==> src/include/rename_macros.svh <==
`ifndef RENAME_MACROS_SVH
`define RENAME_MACROS_SVH

// Architectural register count (x0..x31)
`define RN_ARCH_REGS 32

// Physical register count
// The upper half seeds the free list after reset
`define RN_PHYS_REGS 64

// In-flight instruction IDs
// Must not exceed the number of free registers, so rename never stalls
`define RN_MAX_IDS 16

// Source operands renamed per instruction
`define RN_READ_PORTS 2

// Writeback groups tracked per mapping
`define RN_WB_GROUPS 2

`endif

==> src/rtl/rename_pkg.sv <==
`include "rename_macros.svh"

package rename_pkg;

    ////////////////////////////////////////////////////////////
    // Widths with a meaning
    typedef logic [$clog2(`RN_ARCH_REGS)-1:0] arch_addr_t;
    typedef logic [$clog2(`RN_PHYS_REGS)-1:0] phys_addr_t;
    typedef logic [$clog2(`RN_MAX_IDS)-1:0] inst_id_t;
    typedef logic [$clog2(`RN_WB_GROUPS)-1:0] wb_group_t;
    // One extra bit so a full list of 32 fits
    typedef logic [$clog2(`RN_ARCH_REGS):0] free_count_t;

    ////////////////////////////////////////////////////////////
    // Decode side
    typedef struct packed {
        logic uses_rd;
        arch_addr_t rd_addr;
        wb_group_t rd_wb_group;
        arch_addr_t [`RN_READ_PORTS-1:0] rs_addr;
    } decode_req_t;

    typedef struct packed {
        phys_addr_t [`RN_READ_PORTS-1:0] phys_rs;
        wb_group_t [`RN_READ_PORTS-1:0] rs_wb_group;
        phys_addr_t phys_rd;
    } rename_rsp_t;

    // Instruction waiting in the issue stage
    typedef struct packed {
        logic valid;
        inst_id_t id;
        logic uses_rd;
        arch_addr_t rd_addr;
        phys_addr_t phys_rd;
    } issue_pkt_t;

    typedef struct packed {
        logic valid;
        inst_id_t id;
        logic discard;
    } retire_pkt_t;

    ////////////////////////////////////////////////////////////
    // Table contents
    typedef struct packed {
        phys_addr_t phys_addr;
        wb_group_t wb_group;
    } map_entry_t;

    typedef struct packed {
        arch_addr_t rd_addr;
        phys_addr_t spec_phys_addr;
        phys_addr_t previous_phys_addr;
        wb_group_t previous_wb_group;
    } inflight_entry_t;

    // Post-reset table fill, then normal operation
    typedef enum logic {
        INIT_CLEAR,
        RUN
    } init_state_t;

endpackage

==> src/rtl/free_list_fifo.sv <==
`timescale 1ns/1ps
`include "rename_macros.svh"

module free_list_fifo (
    input  logic                     clk,
    input  logic                     rst,
    input  logic                     push,
    input  rename_pkg::phys_addr_t   push_data,
    input  logic                     pop,
    output rename_pkg::phys_addr_t   pop_data,
    input  logic                     undo_pop,
    output rename_pkg::free_count_t  count
);

    // One slot per register above the architectural set
    localparam int DEPTH = `RN_PHYS_REGS - `RN_ARCH_REGS;
    localparam int PTR_W = $clog2(DEPTH);

    rename_pkg::phys_addr_t storage [DEPTH];

    logic [PTR_W-1:0] rd_ptr;
    logic [PTR_W-1:0] wr_ptr;

    ////////////////////////////////////////////////////////////
    // Pointers
    // Pop and undo never coincide
    // (rename is blocked during a flush, undo only happens on flush)
    always_ff @(posedge clk) begin
        if (rst) begin
            rd_ptr <= '0;
            wr_ptr <= '0;
        end else begin
            if (push)
                wr_ptr <= wr_ptr + 1'b1;
            if (pop)
                rd_ptr <= rd_ptr + 1'b1;
            else if (undo_pop)
                // Popped entry is still in storage, just step back over it
                rd_ptr <= rd_ptr - 1'b1;
        end
    end

    // Occupancy
    always_ff @(posedge clk) begin
        if (rst)
            count <= '0;
        else
            count <= count
                   + rename_pkg::free_count_t'(push)
                   + rename_pkg::free_count_t'(undo_pop)
                   - rename_pkg::free_count_t'(pop);
    end

    ////////////////////////////////////////////////////////////
    // Storage
    always_ff @(posedge clk) begin
        if (push)
            storage[wr_ptr] <= push_data;
    end

    // Head shown without a pop request
    assign pop_data = storage[rd_ptr];

endmodule

==> src/rtl/inflight_table.sv <==
`timescale 1ns/1ps
`include "rename_macros.svh"

module inflight_table (
    input  logic                         clk,
    // Written when an instruction with rd issues
    input  logic                         write_en,
    input  rename_pkg::inst_id_t         write_id,
    input  rename_pkg::inflight_entry_t  write_data,
    // Read by the retire port
    input  rename_pkg::inst_id_t         read_id,
    output rename_pkg::inflight_entry_t  read_data
);

    ////////////////////////////////////////////////////////////
    // One entry per instruction ID
    rename_pkg::inflight_entry_t mem [`RN_MAX_IDS];

    // Entries are only read for IDs that were written at issue
    always_ff @(posedge clk) begin
        if (write_en)
            mem[write_id] <= write_data;
    end

    // Combinational read, retire acts in the same cycle
    assign read_data = mem[read_id];

endmodule

==> src/rtl/issue_stage.sv <==
`timescale 1ns/1ps

module issue_stage (
    input  logic                     clk,
    input  logic                     rst,
    input  rename_pkg::decode_req_t  decode,
    input  rename_pkg::inst_id_t     decode_id,
    input  rename_pkg::phys_addr_t   phys_rd,
    input  logic                     decode_advance,
    input  logic                     flush,
    input  logic                     issue_ready,
    output rename_pkg::issue_pkt_t   issue,
    output logic                     issue_fire
);

    logic valid_r;
    rename_pkg::inst_id_t id_r;
    logic uses_rd_r;
    rename_pkg::arch_addr_t rd_addr_r;
    rename_pkg::phys_addr_t phys_rd_r;

    ////////////////////////////////////////////////////////////
    // Occupancy
    // Flush wins over a load, the renamer drops that rename too
    always_ff @(posedge clk) begin
        if (rst)
            valid_r <= 1'b0;
        else if (flush)
            valid_r <= 1'b0;
        else if (decode_advance)
            valid_r <= 1'b1;
        else if (issue_fire)
            valid_r <= 1'b0;
    end

    // Payload
    always_ff @(posedge clk) begin
        if (decode_advance) begin
            id_r <= decode_id;
            uses_rd_r <= decode.uses_rd;
            rd_addr_r <= decode.rd_addr;
            phys_rd_r <= phys_rd;
        end
    end

    ////////////////////////////////////////////////////////////
    // Outputs
    assign issue = '{
        valid:   valid_r,
        id:      id_r,
        uses_rd: uses_rd_r,
        rd_addr: rd_addr_r,
        phys_rd: phys_rd_r
    };

    // A flushed instruction never issues
    assign issue_fire = valid_r & issue_ready & ~flush;

endmodule

==> src/rtl/map_table.sv <==
`timescale 1ns/1ps
`include "rename_macros.svh"

module map_table (
    input  logic                                              clk,
    // Source lookups from decode
    input  rename_pkg::arch_addr_t [`RN_READ_PORTS-1:0]       read_addr,
    output rename_pkg::map_entry_t [`RN_READ_PORTS-1:0]       read_data,
    // Single write port, source picked by the renamer
    input  logic                                              write_en,
    input  rename_pkg::arch_addr_t                            write_addr,
    input  rename_pkg::map_entry_t                            write_data,
    // Entry overwritten by the most recent write
    output rename_pkg::map_entry_t                            previous
);

    ////////////////////////////////////////////////////////////
    // Storage
    // Distributed RAM, one entry per architectural register
    rename_pkg::map_entry_t mem [`RN_ARCH_REGS];

    // Internal read port, always on the write address
    rename_pkg::map_entry_t write_port_old;

    assign write_port_old = mem[write_addr];

    always_ff @(posedge clk) begin
        if (write_en)
            mem[write_addr] <= write_data;
    end

    ////////////////////////////////////////////////////////////
    // Previous-entry register
    // Holds what the last write replaced
    // Used for rollback of the issue stage instruction
    // and recorded as the old mapping at issue
    always_ff @(posedge clk) begin
        if (write_en)
            previous <= write_port_old;
    end

    ////////////////////////////////////////////////////////////
    // Asynchronous source reads
    // A write shows up here from the next cycle on
    generate
        for (genvar i = 0; i < `RN_READ_PORTS; i++) begin : gen_read_ports
            assign read_data[i] = mem[read_addr[i]];
        end
    endgenerate

endmodule

==> src/rtl/rename_unit_top.sv <==
`timescale 1ns/1ps

module rename_unit_top (
    input  logic                     clk,
    input  logic                     rst,
    input  rename_pkg::decode_req_t  decode,
    input  rename_pkg::inst_id_t     decode_id,
    input  logic                     decode_advance,
    input  logic                     issue_ready,
    input  logic                     flush,
    input  rename_pkg::retire_pkt_t  retire,
    output rename_pkg::rename_rsp_t  rename,
    output rename_pkg::issue_pkt_t   issue,
    output rename_pkg::free_count_t  free_count,
    output logic                     init_done
);

    logic issue_fire;

    ////////////////////////////////////////////////////////////
    // Issue register, takes phys_rd straight from rename
    issue_stage u_issue_stage (
        .clk            (clk),
        .rst            (rst),
        .decode         (decode),
        .decode_id      (decode_id),
        .phys_rd        (rename.phys_rd),
        .decode_advance (decode_advance),
        .flush          (flush),
        .issue_ready    (issue_ready),
        .issue          (issue),
        .issue_fire     (issue_fire)
    );

    // Map, free list and in-flight tracking
    renamer u_renamer (
        .clk            (clk),
        .rst            (rst),
        .decode         (decode),
        .decode_advance (decode_advance),
        .flush          (flush),
        .issue          (issue),
        .issue_fire     (issue_fire),
        .retire         (retire),
        .rename         (rename),
        .free_count     (free_count),
        .init_done      (init_done)
    );

endmodule

==> src/rtl/renamer.sv <==
`timescale 1ns/1ps
`include "rename_macros.svh"

module renamer (
    input  logic                     clk,
    input  logic                     rst,
    input  rename_pkg::decode_req_t  decode,
    input  logic                     decode_advance,
    input  logic                     flush,
    input  rename_pkg::issue_pkt_t   issue,
    input  logic                     issue_fire,
    input  rename_pkg::retire_pkt_t  retire,
    output rename_pkg::rename_rsp_t  rename,
    output rename_pkg::free_count_t  free_count,
    output logic                     init_done
);

    rename_pkg::init_state_t state;
    rename_pkg::arch_addr_t clear_index;
    logic init_clear;

    logic rename_valid;
    logic rollback;
    logic discard;

    rename_pkg::phys_addr_t free_head;
    rename_pkg::phys_addr_t free_push_data;

    rename_pkg::map_entry_t [`RN_READ_PORTS-1:0] map_read_data;
    rename_pkg::map_entry_t map_previous;
    logic map_wr_en;
    rename_pkg::arch_addr_t map_wr_addr;
    rename_pkg::map_entry_t map_wr_data;

    logic inflight_wr_en;
    rename_pkg::inflight_entry_t inflight_wr_data;
    rename_pkg::inflight_entry_t inflight_rd_data;

    ////////////////////////////////////////////////////////////
    // Init sequencer
    // Walks all architectural registers once after reset
    always_ff @(posedge clk) begin
        if (rst) begin
            state <= rename_pkg::INIT_CLEAR;
            clear_index <= '0;
        end else if (state == rename_pkg::INIT_CLEAR) begin
            clear_index <= clear_index + 1'b1;
            if (clear_index == rename_pkg::arch_addr_t'(`RN_ARCH_REGS - 1))
                state <= rename_pkg::RUN;
        end
    end

    assign init_clear = (state == rename_pkg::INIT_CLEAR);
    assign init_done = (state == rename_pkg::RUN);

    ////////////////////////////////////////////////////////////
    // Control
    // x0 is never renamed
    assign discard = retire.valid & retire.discard;
    assign rename_valid = decode_advance & ~flush & ~discard
                        & decode.uses_rd & (|decode.rd_addr);
    // Undo the rename of the instruction sitting in issue
    assign rollback = flush & issue.valid & issue.uses_rd & (|issue.rd_addr);

    ////////////////////////////////////////////////////////////
    // Free list
    // Init seeds registers 32..63, retire returns one register
    assign free_push_data = init_clear
        ? rename_pkg::phys_addr_t'(`RN_ARCH_REGS) + rename_pkg::phys_addr_t'(clear_index)
        : (retire.discard ? inflight_rd_data.spec_phys_addr
                          : inflight_rd_data.previous_phys_addr);

    free_list_fifo u_free_list (
        .clk       (clk),
        .rst       (rst),
        .push      (init_clear | retire.valid),
        .push_data (free_push_data),
        .pop       (rename_valid),
        .pop_data  (free_head),
        .undo_pop  (rollback),
        .count     (free_count)
    );

    ////////////////////////////////////////////////////////////
    // Map write source
    // Priority init, rollback, discard, rename
    always_comb begin
        map_wr_en = init_clear | rollback | discard | rename_valid;
        map_wr_addr = decode.rd_addr;
        map_wr_data = '{phys_addr: free_head, wb_group: decode.rd_wb_group};
        if (init_clear) begin
            // Identity mapping
            map_wr_addr = clear_index;
            map_wr_data = '{phys_addr: rename_pkg::phys_addr_t'(clear_index), wb_group: '0};
        end else if (rollback) begin
            map_wr_addr = issue.rd_addr;
            map_wr_data = map_previous;
        end else if (discard) begin
            map_wr_addr = inflight_rd_data.rd_addr;
            map_wr_data = '{phys_addr: inflight_rd_data.previous_phys_addr,
                            wb_group: inflight_rd_data.previous_wb_group};
        end
    end

    map_table u_map_table (
        .clk        (clk),
        .read_addr  (decode.rs_addr),
        .read_data  (map_read_data),
        .write_en   (map_wr_en),
        .write_addr (map_wr_addr),
        .write_data (map_wr_data),
        .previous   (map_previous)
    );

    ////////////////////////////////////////////////////////////
    // In-flight metadata
    // Previous mapping is still the one this instruction's rename replaced
    assign inflight_wr_en = issue_fire & issue.uses_rd & (|issue.rd_addr);
    assign inflight_wr_data = '{
        rd_addr:            issue.rd_addr,
        spec_phys_addr:     issue.phys_rd,
        previous_phys_addr: map_previous.phys_addr,
        previous_wb_group:  map_previous.wb_group
    };

    inflight_table u_inflight_table (
        .clk        (clk),
        .write_en   (inflight_wr_en),
        .write_id   (issue.id),
        .write_data (inflight_wr_data),
        .read_id    (retire.id),
        .read_data  (inflight_rd_data)
    );

    ////////////////////////////////////////////////////////////
    // Rename results
    generate
        for (genvar i = 0; i < `RN_READ_PORTS; i++) begin : gen_rs
            assign rename.phys_rs[i] = (|decode.rs_addr[i]) ? map_read_data[i].phys_addr : '0;
            assign rename.rs_wb_group[i] = (|decode.rs_addr[i]) ? map_read_data[i].wb_group : '0;
        end
    endgenerate

    // Head of free list, zero for x0
    assign rename.phys_rd = (|decode.rd_addr) ? free_head : '0;

endmodule

==> config.mk <==
export PLATFORM = sky130hd
export DESIGN_NAME = rename_unit_top
export DESIGN_NICKNAME = d
export VERILOG_FILES = /design/src/rtl/rename_pkg.sv /design/src/rtl/free_list_fifo.sv /design/src/rtl/inflight_table.sv /design/src/rtl/issue_stage.sv /design/src/rtl/map_table.sv /design/src/rtl/rename_unit_top.sv /design/src/rtl/renamer.sv
export VERILOG_INCLUDE_DIRS = /design/src /design/src/include
export SDC_FILE = /design/constraint.sdc
export NUM_CORES = 1
export LEC_CHECK = 0
export BUFFER_PORTS_ARGS = -buffer_cell sky130_fd_sc_hd__buf_2
export CAP_MARGIN = 10
export CORE_UTILIZATION = 47
export CTS_CLUSTER_DIAMETER = 80
export DETAILED_ROUTE_END_ITERATION = 6
export HOLD_SLACK_MARGIN = 0.05
export PLACE_DENSITY = 0.73
export SYNTH_ARGS = -nofsm -noshare
export SYNTH_HDL_FRONTEND = slang
export SYNTH_SLANG_ARGS = --single-unit
==> constraint.sdc <==
create_clock -name clk -period 6.3 [get_ports clk]
set_input_delay 0 -clock clk [delete_from_list [all_inputs] [get_ports clk]]
set_output_delay 0 -clock clk [all_outputs]
set_load 0.02 [all_outputs]
== Word-level counts from Yosys, hierarchy flattened ==
Memories as Yosys holds them, arrays and structs flattened. A register that Yosys moved wholly into a read port is not among the register bits.
Cells that the tools add are included.
Word-level totals
  flip-flop bits (word level): 39
  latch bits: 0
  bits in writable memories: 704
  memory bits (read-only): 0
  input port bits: 32
  output and inout bits: 44
  word-level logic and storage cells: 75
  memories kept: 3
Memories
  u_renamer.u_inflight_table.mem: depth 16, bits a word 18, read ports 1, clocked after memory_dff 0, write ports 1, RTL line inflight_table.sv:17  | rename_pkg::inflight_entry_t mem [`RN_MAX_IDS];
  u_renamer.u_map_table.mem: depth 32, bits a word 7, read ports 3, clocked after memory_dff 1, write ports 1, RTL line map_table.sv:20  | rename_pkg::map_entry_t mem [`RN_ARCH_REGS];
  u_renamer.u_free_list.storage: depth 32, bits a word 6, read ports 1, clocked after memory_dff 1, write ports 1, RTL line free_list_fifo.sv:19  | rename_pkg::phys_addr_t storage [DEPTH];
Cells by class
  $add $sub $neg: 8
  multipliers: 0
  divide/modulo/power cells: 0
  $lt $le $gt $ge: 0
  equal/unequal tests: 1
  shifts and indexed selects: 0
  multiplexer cells: 27
  bitwise operators: 19
  reduce and logical (&&, ||, !) cells: 7
Operators with widths (count)
  5-bit two-way mux: 7
  6-bit two-way mux: 5
  7-bit two-way mux: 3
  5-bit OR reduction: 4
  5-bit by 1-bit adder with 5-bit output, second input constant: 3
  6-bit by 1-bit adder with 6-bit output: 2
  1-bit bitwise AND: 12
  1-bit two-way mux: 12
  6-bit by 5-bit adder with 6-bit output, first input constant: 1
  6-bit by 1-bit subtractor with 6-bit output: 1
  5-bit == test, second input constant: 1
  5-bit by 1-bit subtractor with 5-bit output, second input constant: 1
  1-bit bitwise OR: 4
  2-bit nonzero test: 2
  1-bit NOT: 3
  2-bit OR reduction: 1

== Longest topological paths before layout ==
  depth in word-level cells: 8
  gate-level depth with buffers: 16
  gate-level depth less buffers: 14

== Hierarchy ==
From an unflattened synthesis, not the netlist that was laid out.
Second synthesis, totals
  cells, all modules: 1738
  area, all modules: 33468.3 um^2
Modules (own cells, without submodules)
  map_table: instances 1, cells each 583, area an instance 12320.6 um^2, sequential area each 6936.7 um^2
  inflight_table: instances 1, cells each 464, area an instance 10963.0 um^2, sequential area each 8648.3 um^2
  free_list_fifo: instances 1, cells each 521, area an instance 8675.8 um^2, sequential area each 6185.9 um^2
  renamer: instances 1, cells each 147, area an instance 965.9 um^2, sequential area each 120.1 um^2
  issue_stage: instances 1, cells each 23, area an instance 543.0 um^2, sequential area each 500.5 um^2

== Least setup slack after synthesis ==
OpenSTA, ideal clock, no wires.
  path kind: register to register
  from: register u_issue_stage.rd_addr_r[0]
  to: memory u_renamer.u_map_table.mem[0][0] in the netlist's numbering, data pin
  library setup time: 0.490 ns
  arrival: 3.141 ns
  required time: 5.810 ns
  path slack: 2.669 ns
  cell stages (with the launch flop): 6
  buffers on the path: 1
  clock period less this slack: 3.631 ns
  cells stage by stage: edfxtp_1 -> or4_1 -> o21ai_0 -> buf_2 -> nor2_1 -> a311oi_1
RTL lines
  from (decl): RTL line issue_stage.sv:19  | rename_pkg::arch_addr_t rd_addr_r;
  from (signal assigned): RTL line issue_stage.sv:41  | rd_addr_r <= decode.rd_addr;
  to (decl): RTL line map_table.sv:20

== Worst setup path in the final report ==
  from: register u_issue_stage.rd_addr_r[3]
  to: memory u_renamer.u_map_table.mem[29][0] in the netlist's numbering (enable)
Between the ends
  cells in the longest elaborated chain, start to end: 7
  elaborated cells between the ends (all ways): 9
  those cells by class: mux: 4; bitwise: 4; reduce/logical: 1
RTL lines
  5-bit OR reduction: RTL line renamer.sv:63  | assign rollback = flush & issue.valid & issue.uses_rd & (|issue.rd_addr);
  1-bit bitwise AND: RTL line renamer.sv:63
  1-bit bitwise OR (3 in series): RTL line renamer.sv:88  | map_wr_en = init_clear | rollback | discard | rename_valid;
  1-bit two-way mux: RTL line map_table.sv:28  | if (write_en)
  1-bit two-way mux (not written as such): RTL line map_table.sv:29  | mem[write_addr] <= write_data;
Several ways; a longest one is shown, not always the timed one.

==> run_results.csv <==
group,metric,value,unit
status,outcome,"completed",
clock_network,cts_root_buf,"clkbuf_16",
synthesis,ys_warn_count,0,
worst_setup_path,setup.worst_path.class,"reg2reg",
clock_network,path_clk_slew,0.06,ns
global_route,grt_use_total,23.8,%
worst_setup_path,reg2regPathDepth,6,
worst_setup_path,critPathCaptureType,"flip-flop",
synthesis,yosys.area.top_type_share,65.1,%
clock_network,clk-insertion-delay-late,0.63,ns
worst_setup_path,rrSetupSlack,1.64,ns
min_path,min_to,"u_issue_stage.id_r[1]",
clock_network,cts_tree,"done",
worst_setup_path,start_kind,"flip-flop",
timing,slew_headroom,22.1,%
clock_network,htreeDepth,3,
clock_network,postCtsHoldBufs,14,
cells_and_area,regArea,22400,um2
synthesis,syn_avg_cell_area,18.6,um2
synthesis,synthTopCellsByCount,"edfxtp_1 (727), mux4_2 (280), mux2i_1 (149)",
die,initial_core_util,47.7,%
worst_setup_path,cp.required,6.52,ns
worst_setup_path,critPathMaxStageDelay,0.85,ns
global_route,grt_antenna_before_repair,0,
detailed_routing,routedWlPerCell,29.7,um
global_route,grt_pass1_vias,18500,
detailed_routing,routed_wl,86.0,mm
placement,place.gp.congestion,0.987,
synthesis,synthCells,1804,
timing,fin_skew,0.0413,ns
timing,fmax,214,MHz
timing,layout_setup_ws,1.64,ns
cells_and_area,postLayoutCoreUtil,53.8,%
die,core.rowCount,97,
worst_setup_path,worstPathCellList,"or4_1, o21ai_1, buf_4, a311o_2, nand3_1, nor2_1",
detailed_routing,vias,18900,
detailed_routing,drc,0,
synthesis,synth.distinct_cells,55,
min_path,whs_path_depth,2,
cells_and_area,n_fill_cell,5362,
cells_and_area,drive_gt1_share,29.1,%
detailed_routing,drt_iter0_drc,2841,
worst_setup_path,worstPathArrival,4.89,ns
synthesis,synth-main-ff-cell,"edfxtp_1",
die,pin_count,76,
cells_and_area,final_nets,1948,
timing,hold_slack,0.0970,ns
synthesis,syn_nets,1853,
worst_setup_path,r2r-start,"u_issue_stage.rd_addr_r[3]",
timing,tightestPinTransition,1.17,ns
synthesis,syn_area,33600,um2
global_route,grt_start_max_net_pins,58,
timing,setup_viol,0,
cells_and_area,antenna_cells,0,
die,die-width,269,um
detailed_routing,vias_per_cell,6.52,
clock_network,post_cts_buffers,0,
timing,maxSlewViolCount,0,
detailed_routing,dr.pass1.iters,5,
min_path,hold_start,"decode_id[1]",
cells_and_area,multiInputGateArea,10700,um2
die,fp.dieH,269,um
clock_network,cts_buffers,75,
placement,hpwl,54.4,mm
power_and_ir_drop,p_leak,12.3,nW
clock_network,clk_path_buf_depth,3,
min_path,hold_class,"in2reg",
cells_and_area,area_delta_synth_final,12.9,%
global_route,grt_pass1_wl,127,mm
clock_network,clkSinkCount,755,
timing,fin_crit_sh,74.0,%
synthesis,synth-async-reset-ratio,0,%
worst_setup_path,critical_path.slowest_cell,"nor2_1",
timing,tns,0,ns
synthesis,yosysTopAreaCell,"edfxtp_1",
power_and_ir_drop,ir_drop,0.000214,V
timing,rsz0062_at_grt,"false",
worst_setup_path,critPathLaunch,"u_issue_stage.rd_addr_r[3]",
power_and_ir_drop,p_per_area,308,nW/um2
detailed_routing,antenna_left,0,
global_route,grt_overflow,0,
die,coreArea,70400,um2
timing,finalHoldViolCount,0,
synthesis,synthTopCellsByArea,"edfxtp_1 (65%), mux4_2 (19%), mux2i_1 (4.4%)",
synthesis,synth_most_common_cell,"edfxtp_1",
placement,io_buffers,75,
placement,pre_cts_ws,1.65,ns
synthesis,synth_seq_cells,755,
timing,fin_crit,4.66,ns
flow_run,maxCapViolCount,0,
synthesis,synth_edf_count,727,
worst_setup_path,cp_max_fo,28,
die,die_area,72500,um2
synthesis,synth_seq_area_share,66.7,%
clock_network,post_cts_resized,0,
worst_setup_path,r2r-end,"u_renamer.u_map_table.mem[29][0]",
==> registers in the layout (all words and copies together), names as in the netlist, 6 cells and up, named ones only <==
name and cells:
u_issue_stage.phys_rd_r 6, u_renamer.u_free_list.count 6, u_renamer.u_free_list.storage 192, u_renamer.u_inflight_table.mem 288
u_renamer.u_map_table.mem 224, u_renamer.u_map_table.previous 7
==> where the power goes <==
part           total (W)  switching, W  internal [W]  leakage (nW)
Combinational    0.00107      0.000628      0.000440          4.08
Clock            0.00479       0.00195       0.00284          1.29
Sequential       0.00582      0.000162       0.00566          6.93
==> per-stage QoR <==
stage / total power, W / cell area, um2 / std cells
after floorplan: 0.00659 / 33600 / 1804
after global placement: 0.00695 / 35100 / 2748
after detailed placement: 0.00698 / 35100 / 2748
after CTS: 0.0117 / 37900 / 2898
after global routing: 0.0120 / 37900 / 2898
final: 0.0117 / 37900 / 2898
==> kinds of logic after synthesis <==
kind of cell             after synthesis  share of synthesized area (%)
multiplexers                         436                           23.5
AND/OR/NAND/NOR                      371                           5.33
adder cells (fa/ha/maj)               17                          0.701
XOR/XNOR                              14                          0.365
buffers and inverters                136                           1.79
AO/OA/AOI/OAI                         75                           1.55
flip-flops                           755                           66.7
==> cell usage in the layout (no fill, tap or decap), types with 6 or more instances in the layout <==
cell | Yosys | layout
inv_1 | 19 | 19
ha_1 | 14 | 14
clkbuf_1 | 53 | 7
bufinv_16 | 0 | 13
clkinv_2 | 0 | 13
buf_4 | 9 | 48
a211oi_1 | 9 | 9
dlygate4sd3_1 | 0 | 14
nor2_1 | 143 | 130
buf_2 | 28 | 71
xor2_1 | 6 | 6
edfxtp_1 | 727 | 727
nand4_1 | 10 | 10
clkinv_1 | 1 | 11
clkbuf_16 | 0 | 77
nand2_1 | 23 | 23
nor3_1 | 112 | 108
nor2_2 | 0 | 12
dfxtp_1 | 28 | 26
nor4_1 | 23 | 23
nand3_1 | 19 | 19
mux2i_1 | 149 | 149
xnor2_1 | 8 | 8
a21oi_1 | 31 | 21
and3_1 | 6 | 6
a21oi_2 | 0 | 10
nand3b_1 | 8 | 8
mux4_2 | 280 | 280
==> per-layer routing <==
metal	global-route usage (%)	part of all wire, %
met2	37.2	47
met5	0	0
met1	34.2	39
met4	8.83	3.7
met3	3.42	9.7
==> critical path: cells and delay by family, from the launching register on <==
kind / cells / cell delay, ns
compound gates: 2 / 0.99
buf+inv: 1 / 0.23
flops: 1 / 0.68
simple gates: 3 / 2.34
==> how the worst max path moves through the flow <==
stage,end,slack (ns),cells after the start
2_1_floorplan,u_renamer.u_map_table.mem[0][0],2.67,5
3_3_place_gp,u_renamer.u_map_table.mem[6][4],1.82,8
3_5_place_dp,u_renamer.u_map_table.mem[6][4],1.65,8
4_1_cts,u_renamer.u_map_table.mem[15][1],1.67,6
5_1_grt,u_renamer.u_map_table.mem[5][4],1.57,6
6_report,u_renamer.u_map_table.mem[29][0],1.64,6
==> cell type report <==
cell class / instances / area share, %
Clock buffer: 88 / 5.30
Clock inverter: 48 / 1.72
Inverter: 20 / 0.198
Multi-Input combinational cell: 913 / 28.2
Sequential cell: 755 / 59.1
Tap cell: 940 / 3.11
Timing Repair Buffer: 134 / 2.31
(Power assumes the default switching activity.)
